## src/source/pipeline_params.svh

```systemverilog
`ifndef PIPELINE_PARAMS_SVH
`define PIPELINE_PARAMS_SVH

// width of the top and bot vectors.
`define VEC_WIDTH 128

// bot sequence number, wraps around.
`define INDEX_WIDTH 8

// lane depths in cycles, the popcount lane is the longer one.
`define SUBSET_LATENCY 2
`define POPCOUNT_LATENCY 4

// result FIFO size.
`define FIFO_DEPTH 16

// free entries kept back for records still in the lanes.
`define FIFO_MARGIN (`POPCOUNT_LATENCY + 2)

`endif

```

## src/source/pipelineTypesPkg.sv

```systemverilog
`include "pipeline_params.svh"

package pipelineTypesPkg;

    // one top or bot vector.
    typedef logic [`VEC_WIDTH-1:0] vecT;

    // sequence number of an accepted bot within one top.
    typedef logic [`INDEX_WIDTH-1:0] botIndexT;

endpackage

```

## src/source/resultTypesPkg.sv

```systemverilog
`include "pipeline_params.svh"

package resultTypesPkg;

    // shared-bit count, needs to reach VEC_WIDTH itself.
    typedef logic [$clog2(`VEC_WIDTH + 1)-1:0] countT;

    // one record as it sits in the result FIFO.
    typedef struct packed {
        pipelineTypesPkg::botIndexT index;
        logic                       isSubset;
        countT                      overlap;
    } resultT;

endpackage

```

## src/source/delayLine.sv

```systemverilog
`timescale 1ns/1ps

module delayLine #(
    parameter int  CYCLES   = 1,
    parameter type payloadT = logic
) (
    input  logic    clk,
    input  logic    rst,
    input  logic    advance,
    input  payloadT dataIn,
    output payloadT dataOut
);

    payloadT stages [CYCLES]; // stages[0] takes the input.

    always_ff @(posedge clk) begin
        if (rst) begin
            for (int i = 0; i < CYCLES; i++) begin
                stages[i] <= '0;
            end
        end else if (advance) begin
            stages[0] <= dataIn;
            for (int i = 1; i < CYCLES; i++) begin
                stages[i] <= stages[i - 1]; // shift one step along.
            end
        end
    end

    assign dataOut = stages[CYCLES - 1];

endmodule

```

## src/source/pipelineManager.sv

```systemverilog
`timescale 1ns/1ps
`include "pipeline_params.svh"

module pipelineManager (
    input  logic                       clk,
    input  logic                       rst,
    input  logic                       startNewTop,
    input  pipelineTypesPkg::vecT      topIn,
    input  logic                       isBotInValid,
    output logic                       readyForBotIn,
    input  logic                       fifoAlmostFull,
    output pipelineTypesPkg::vecT      top,
    output pipelineTypesPkg::botIndexT botIndex,
    output logic                       isBotValid,
    output logic                       resultValid
);

    import pipelineTypesPkg::*;

    localparam int DRAIN = `POPCOUNT_LATENCY;

    typedef logic [$clog2(DRAIN+1)-1:0] idleT;

    vecT  waitingTop;
    logic newTopWaiting;
    idleT idleCount;  // cycles since the last accepted bot.
    logic drainDone;

    // a pending top blocks new bots until it is loaded.
    assign readyForBotIn = !fifoAlmostFull && !newTopWaiting;
    assign isBotValid    = isBotInValid && readyForBotIn;

    // lanes still hold bots until DRAIN idle cycles have gone by.
    assign drainDone = newTopWaiting && (idleCount == idleT'(DRAIN));

    always_ff @(posedge clk) begin
        if (rst) begin
            newTopWaiting <= 1'b0;
            idleCount     <= idleT'(DRAIN); // pipeline starts empty.
            top           <= '0;
            botIndex      <= '0;
        end else begin
            if (drainDone) begin
                newTopWaiting <= 1'b0;
                top           <= waitingTop;
                botIndex      <= '0; // numbering restarts per top.
            end else if (startNewTop && !newTopWaiting) begin
                newTopWaiting <= 1'b1;
            end

            if (isBotValid) begin
                idleCount <= '0;
                botIndex  <= botIndex + 1'b1; // wraps.
            end else if (idleCount != idleT'(DRAIN)) begin
                idleCount <= idleCount + 1'b1;
            end
        end
    end

    // pending top captured with the pulse.
    always_ff @(posedge clk) begin
        if (startNewTop && !newTopWaiting) begin
            waitingTop <= topIn;
        end
    end

    // lanes never stall so validity simply follows the popcount depth.
    delayLine #(
        .CYCLES   (`POPCOUNT_LATENCY),
        .payloadT (logic)
    ) validDelay (
        .clk     (clk),
        .rst     (rst),
        .advance (1'b1),
        .dataIn  (isBotValid),
        .dataOut (resultValid)
    );

endmodule

```

## src/source/subsetLane.sv

```systemverilog
`timescale 1ns/1ps
`include "pipeline_params.svh"

module subsetLane (
    input  logic                  clk,
    input  logic                  rst,
    input  pipelineTypesPkg::vecT top,
    input  pipelineTypesPkg::vecT bot,
    output logic                  subsetFlag
);

    localparam int GROUPS = `VEC_WIDTH / 4;

    logic [`VEC_WIDTH-1:0] missing;      // set in bot but absent in top.
    logic [GROUPS-1:0]     partialMiss;  // stage 1, one flag per nibble.

    assign missing = bot & ~top;

    always_ff @(posedge clk) begin
        if (rst) begin
            partialMiss <= '0;
        end else begin
            for (int i = 0; i < GROUPS; i++) begin
                partialMiss[i] <= |missing[4*i +: 4];
            end
        end
    end

    // stage 2, subset only if no nibble reported a miss.
    always_ff @(posedge clk) begin
        if (rst) begin
            subsetFlag <= 1'b0;
        end else begin
            subsetFlag <= ~|partialMiss;
        end
    end

endmodule

```

## src/source/popcountLane.sv

```systemverilog
`timescale 1ns/1ps
`include "pipeline_params.svh"

module popcountLane (
    input  logic                  clk,
    input  logic                  rst,
    input  pipelineTypesPkg::vecT top,
    input  pipelineTypesPkg::vecT bot,
    output resultTypesPkg::countT overlap
);

    import pipelineTypesPkg::*;
    import resultTypesPkg::*;

    localparam int N4  = `VEC_WIDTH / 4;
    localparam int N16 = `VEC_WIDTH / 16;
    localparam int N64 = `VEC_WIDTH / 64;

    vecT        shared;
    logic [2:0] cnt4  [N4];  // ones per 4 bits.
    logic [4:0] cnt16 [N16]; // ones per 16 bits.
    logic [6:0] cnt64 [N64]; // ones per 64 bits.

    function automatic logic [2:0] ones4(input logic [3:0] bits);
        return 3'(bits[0]) + 3'(bits[1]) + 3'(bits[2]) + 3'(bits[3]);
    endfunction

    assign shared = bot & top;

    always_ff @(posedge clk) begin
        if (rst) begin
            for (int i = 0; i < N4; i++) begin
                cnt4[i] <= '0;
            end
            for (int i = 0; i < N16; i++) begin
                cnt16[i] <= '0;
            end
            for (int i = 0; i < N64; i++) begin
                cnt64[i] <= '0;
            end
            overlap <= '0;
        end else begin
            for (int i = 0; i < N4; i++) begin
                cnt4[i] <= ones4(shared[4*i +: 4]);
            end
            for (int i = 0; i < N16; i++) begin
                cnt16[i] <= 5'(cnt4[4*i]) + 5'(cnt4[4*i+1])
                          + 5'(cnt4[4*i+2]) + 5'(cnt4[4*i+3]);
            end
            for (int i = 0; i < N64; i++) begin
                cnt64[i] <= 7'(cnt16[4*i]) + 7'(cnt16[4*i+1])
                          + 7'(cnt16[4*i+2]) + 7'(cnt16[4*i+3]);
            end
            overlap <= countT'(cnt64[0]) + countT'(cnt64[1]); // whole vector.
        end
    end

endmodule

```

## src/source/resultCombiner.sv

```systemverilog
`timescale 1ns/1ps
`include "pipeline_params.svh"

module resultCombiner (
    input  logic                       clk,
    input  logic                       rst,
    input  logic                       resultValid,
    input  pipelineTypesPkg::botIndexT botIndex,
    input  logic                       subsetFlag,
    input  resultTypesPkg::countT      overlap,
    input  logic                       resultRead,
    output resultTypesPkg::resultT     resultOut,
    output logic                       resultAvailable,
    output logic                       fifoAlmostFull
);

    import pipelineTypesPkg::*;
    import resultTypesPkg::*;

    localparam int DEPTH    = `FIFO_DEPTH;
    localparam int PTR_W    = $clog2(DEPTH);
    localparam int FILL_MAX = DEPTH - `FIFO_MARGIN; // highest fill that still admits bots.

    logic                alignedFlag;
    botIndexT            alignedIndex;
    resultT              record;
    resultT              mem [DEPTH];
    logic [PTR_W-1:0]    wrPtr;
    logic [PTR_W-1:0]    rdPtr;
    logic [PTR_W:0]      fillCount;
    logic                doRead;

    // subset result is ready early, hold it back to meet the popcount.
    delayLine #(
        .CYCLES   (`POPCOUNT_LATENCY - `SUBSET_LATENCY),
        .payloadT (logic)
    ) flagDelay (
        .clk     (clk),
        .rst     (rst),
        .advance (1'b1),
        .dataIn  (subsetFlag),
        .dataOut (alignedFlag)
    );

    // index travels alongside the lanes.
    delayLine #(
        .CYCLES   (`POPCOUNT_LATENCY),
        .payloadT (botIndexT)
    ) indexDelay (
        .clk     (clk),
        .rst     (rst),
        .advance (1'b1),
        .dataIn  (botIndex),
        .dataOut (alignedIndex)
    );

    assign record = '{index: alignedIndex, isSubset: alignedFlag, overlap: overlap};

    assign resultAvailable = (fillCount != '0);
    assign doRead          = resultRead && resultAvailable; // empty reads are ignored.
    assign fifoAlmostFull  = (fillCount > FILL_MAX);
    assign resultOut       = mem[rdPtr];

    always_ff @(posedge clk) begin
        if (resultValid) begin
            mem[wrPtr] <= record;
        end
    end

    always_ff @(posedge clk) begin
        if (rst) begin
            wrPtr     <= '0;
            rdPtr     <= '0;
            fillCount <= '0;
        end else begin
            if (resultValid) begin
                wrPtr <= wrPtr + 1'b1; // depth is a power of two.
            end
            if (doRead) begin
                rdPtr <= rdPtr + 1'b1;
            end
            case ({resultValid, doRead})
                2'b10:   fillCount <= fillCount + 1'b1;
                2'b01:   fillCount <= fillCount - 1'b1;
                default: fillCount <= fillCount;
            endcase
        end
    end

endmodule

```

## src/source/botPipelineTop.sv

```systemverilog
`timescale 1ns/1ps

module botPipelineTop (
    input  logic                   clk,
    input  logic                   rst,
    input  logic                   startNewTop,
    input  pipelineTypesPkg::vecT  topIn,
    input  logic                   isBotInValid,
    input  pipelineTypesPkg::vecT  botIn,
    output logic                   readyForBotIn,
    input  logic                   resultRead,
    output resultTypesPkg::resultT resultOut,
    output logic                   resultAvailable
);

    import pipelineTypesPkg::*;
    import resultTypesPkg::*;

    vecT      top;          // current top, read by both lanes.
    botIndexT botIndex;
    logic     resultValid;
    logic     fifoAlmostFull;
    logic     subsetFlag;
    countT    overlap;

    pipelineManager manager (
        .clk            (clk),
        .rst            (rst),
        .startNewTop    (startNewTop),
        .topIn          (topIn),
        .isBotInValid   (isBotInValid),
        .readyForBotIn  (readyForBotIn),
        .fifoAlmostFull (fifoAlmostFull),
        .top            (top),
        .botIndex       (botIndex),
        .isBotValid     (),              // lanes run every cycle.
        .resultValid    (resultValid)
    );

    subsetLane subset (
        .clk        (clk),
        .rst        (rst),
        .top        (top),
        .bot        (botIn),
        .subsetFlag (subsetFlag)
    );

    popcountLane popcount (
        .clk     (clk),
        .rst     (rst),
        .top     (top),
        .bot     (botIn),
        .overlap (overlap)
    );

    resultCombiner combiner (
        .clk             (clk),
        .rst             (rst),
        .resultValid     (resultValid),
        .botIndex        (botIndex),
        .subsetFlag      (subsetFlag),
        .overlap         (overlap),
        .resultRead      (resultRead),
        .resultOut       (resultOut),
        .resultAvailable (resultAvailable),
        .fifoAlmostFull  (fifoAlmostFull)
    );

endmodule

```

## config.mk

```make
export PLATFORM = sky130hd
export DESIGN_NAME = botPipelineTop
export DESIGN_NICKNAME = d
export VERILOG_FILES = /design/src/source/pipelineTypesPkg.sv /design/src/source/resultTypesPkg.sv /design/src/source/delayLine.sv /design/src/source/pipelineManager.sv /design/src/source/subsetLane.sv /design/src/source/popcountLane.sv /design/src/source/resultCombiner.sv /design/src/source/botPipelineTop.sv
export VERILOG_INCLUDE_DIRS = /design/src /design/src/source
export SDC_FILE = /design/constraint.sdc
export NUM_CORES = 1
export LEC_CHECK = 0
export ABC_AREA = 1
export CAP_MARGIN = 20
export CELL_PAD_IN_SITES_DETAIL_PLACEMENT = 0
export CELL_PAD_IN_SITES_GLOBAL_PLACEMENT = 1
export CORE_ASPECT_RATIO = 1.75
export CORE_MARGIN = 2
export CORE_UTILIZATION = 54
export DETAILED_ROUTE_END_ITERATION = 6
export DONT_BUFFER_PORTS = 1
export PLACE_DENSITY_LB_ADDON = 0.1
export SETUP_SLACK_MARGIN = 0.2
export SYNTH_ARGS = -nofsm -noshare
export SYNTH_HDL_FRONTEND = slang
export SYNTH_SLANG_ARGS = --single-unit
export TNS_END_PERCENT = 10
```

## constraint.sdc

```tcl
create_clock -name clk -period 19.4 [get_ports clk]
set_input_delay 1.94 -clock clk [delete_from_list [all_inputs] [get_ports clk]]
set_output_delay 1.94 -clock clk [all_outputs]
set_load 0.05 [all_outputs]
```

==> qor.csv <==
stage,metric,value,unit
placed_design,Detailed Place HPWL,46.6,mm
logic_synthesis,"area leader, netlist",edfxtp_1,
logic_synthesis,syn_area_per_cell,10.3,sq um
logic_synthesis,Yosys reg bits,786,
hold_path,Worst Hold Path EP,combiner.indexDelay.stages[0][15],
critical_path,Crit path depth,7,
clocking,insertion delay to the later sink of the worst-skew pair,630,ps
hold_path,worst hold path depth,2,
logic_synthesis,Compound-Gate Fraction of Synth Area,9.34,%
sta,worst-case clock skew,24.3,ps
die,Cell Rows,121,
logic_synthesis,ys async rst share,0,%
pwr,clock share of power,34.3,%
grt,first-pass GRT wire length,107,mm
logic_synthesis,Syn Inst Count,3271,
layout,share of cells above drive strength 1,4.99,%
route,DRT Pass-1 Iters,5,
logic_synthesis,top-count cell post-synth,inv_1,
sta,"Slew Viols, Final",0,
route,# DRC,0,
sta,Hold Slack,396,ps
placed_design,Buffers on Ports,0,
clocking,Worst-path clk slew,70,ps
sta,RSZ-0062 raised after global routing,false,
clocking,post-CTS sizing,0,
route,total wire length,68.2,mm
die,Die Span Y,334,um
logic_synthesis,Synth top area share,35.7,%
critical_path,WP data arrival,3910,ps
critical_path,Worst R2R Path Depth,8,
sta,setup violators final,0,
die,initial core utilization,54.4,%
grt,initial antenna violation count,4,
logic_synthesis,mux contribution to synthesized area,0,%
clocking,Num CTS Buffers,72,
pwr,power per cell area,115,nW/um^2
hold_path,hold_sp,combiner.indexDelay.stages[0][7],
logic_synthesis,post-synthesis cell type count,35,
logic_synthesis,syn nets,3771,
critical_path,Critical-path top delay cell,buf_4,
die,io pins,280,
route,Final ANT Viol Nets,0,
pwr,Comb pwr share,18.9,%
logic_synthesis,Post-synth top cells,"689 x inv_1, 474 x nand2_1, 400 x edfxtp_1",
status,outcome,finished clean,
logic_synthesis,Post-Syn Area,33700,sq um
sta,Worst Tran Pin Value,1080,ps
die,DIE AREA,64500,sq um
logic_synthesis,Most used DFF post-synth,edfxtp_1,
pwr,sw frac,29.6,%
placed_design,gp weighted congestion,0.808,
clocking,root buffer cell,clkbuf_16,
critical_path,FF-to-FF setup slack,16310,ps
logic_synthesis,yosys warns,0,
clocking,CTS tree,done,
critical_path,"Largest delay share family, worst path",buffers and inverters,
grt,grt total ovfl,0,
logic_synthesis,Post-synth EDFFs,400,
critical_path,reg-to-reg critical path endpoint,manager.top[96],
critical_path,CP endpoint kind,output pin,
sta,Max-slew headroom,28.1,%
critical_path,critical path class,reg2out,
route,routed vias,21092,
critical_path,CP Max Fanout,110,
critical_path,Critical Path RT,17460,ps
pwr,Leakage,0.0153,uW
clocking,clock buffer depth,3,
die,core area,61900,sq um
critical_path,crit-path cells,buf_4 > buf_4 > buf_12 > o211ai_1 > nand3_1 > nand3_1 > nand2_1,
critical_path,worst reg2reg startpoint,manager.idleCount[0],
logic_synthesis,Post-Synth Simple-Gate Area,10.2,%
clocking,H-tree levels,3,
sta,f_max,171,MHz
critical_path,WP buf/inv,3,
sta,fin crit period,5850,ps
die,Die W,193,um
grt,GRT Total Usage,21.5,%
logic_synthesis,post-synthesis sequential area ratio,58.6,%
route,WL per Instance,16.6,um
pwr,cell-internal power,2960,uW
pwr,Psw,1240,uW
layout,area grow syn2layout,8.54,%
layout,Final #Nets,3748,
pwr,maximum VDD drop,100,uV
clocking,CTS Sinks,786,
job,max cap viols,0,
clocking,cts-stage hold buffer count,0,
logic_synthesis,XOR/XNOR Fraction of Synth Area,0.754,%
pwr,Seq pwr share,46.8,%
sta,Final period util,30.1,%
clocking,setup repair bufs after CTS,0,
route,1st-iter DRT viols,1054,
sta,final hold vios,0,
sta,setup TNS,0,ps
critical_path,CP startpoint kind,flop,
critical_path,delay of the slowest critical-path stage,830,ps
logic_synthesis,Synth area leaders,"edfxtp_1 36%, dfxtp_1 23%, inv_1 7.7%",
logic_synthesis,Synth Area in Adders,10.8,%
logic_synthesis,largest family of logic cells by synthesized area,adder cells,
hold_path,Hold/Removal Path Class,reg2reg,
grt,largest net degree at the start of global routing,231,
route,routed vias/inst,5.14,
grt,vias in the first global route,21344,
[worst min-delay path: cells and delay by family, from the launching register on]
family	cells	cell delay, ps
buffers and inverters	1	40
flip-flops	1	300
AND/OR/NAND/NOR	1	30
[cell type report]
cell class	instances	area (sq um)
Fill cell	5280	25400
Sequential cell	786	19700
Multi-Input combinational cell	1669	10600
Inverter	692	2600
Clock buffer	99	2040
Tap cell	799	1000
Clock inverter	34	373
Timing Repair Buffer	27	235
Antenna cell	1	2.50
[layout by cell type, fill, tap and decap left out, types with 113 or more instances in the layout]
| cell type | Yosys | final |
|---|---|---|
| dfxtp_1 | 386 | 383 |
| nand2_1 | 474 | 474 |
| edfxtp_1 | 400 | 400 |
| inv_1 | 689 | 688 |
| nor2_1 | 229 | 212 |
| o211ai_1 | 113 | 113 |
| o21ai_0 | 128 | 128 |
| a21oi_1 | 213 | 213 |
| ha_1 | 151 | 151 |
| nand3_1 | 136 | 136 |
[power by group through the flow]
stage	Clock, uW	Combinational [uW]	Sequential (uW)
after floorplan	0	710	1970
after global placement	0	781	2000
after detailed placement	0	803	2000
after CTS	1480	806	1970
after global routing	1530	910	1980
final	1440	796	1970
[metal layers]
| layer | vias to the layer above | wire [um] | global-route usage [%] |
|---|---|---|---|
| li1 | 10482 | - | - |
| met1 | 10010 | 24200 | 21.7 |
| met2 | 475 | 37900 | 41.5 |
| met3 | 119 | 4080 | 4.95 |
| met4 | 6 | 1940 | 8.35 |
| met5 | - | 41 | 0 |
[state kept, by name, indices dropped and copies added, names as in the netlist, named ones only]
register / count
manager.top: 128
combiner.mem: 272
manager.idleCount: 3
subset.partialMiss: 32
manager.validDelay.stages: 4
manager.newTopWaiting: 1
combiner.rdPtr: 4
combiner.indexDelay.stages: 32
combiner.wrPtr: 4
popcount.overlap: 8
combiner.flagDelay.stages: 2
popcount.cnt4: 96
popcount.cnt64: 14
manager.botIndex: 8
manager.waitingTop: 128
subset.subsetFlag: 1
popcount.cnt16: 40
combiner.fillCount: 5
[logic make-up (layout without fill, tap and decap cells)]
| kind of cell | after synthesis | in the layout |
|---|---|---|
| buf+inv | 816 | 852 |
| xor+xnor | 29 | 29 |
| fa+ha+maj | 239 | 239 |
| compound gates | 544 | 544 |
| other cells | 0 | 1 |
| flops | 786 | 786 |
| simple gates | 857 | 857 |
[worst max path at each step]
stage               slack (ps)               endpoint
floorplan                11450  manager.waitingTop[0]
global placement         14190          resultOut[15]
detailed placement       14070          resultOut[15]
CTS                      13390          resultOut[15]
global route             13280          resultOut[15]
finish                   13550          resultOut[15]
[metrics by stage]
| stage | cells | utilization (%) | cell area, sq um | worst slack, ps | power, uW |
|---|---|---|---|---|---|
| floorplan | 3271 | - | 33700 | 11450 | 2680 |
| global placement | 3971 | 55.1 | 34100 | 14190 | 2780 |
| detailed placement | 3971 | 55.1 | 34100 | 14070 | 2810 |
| CTS | 4104 | 59.0 | 36500 | 13390 | 4250 |
| global route | 4106 | 59.0 | 36600 | 13280 | 4420 |
| finish | 4107 | 59.0 | 36600 | 13550 | 4200 |
Note: power is estimated with default switching activity, not from simulation.
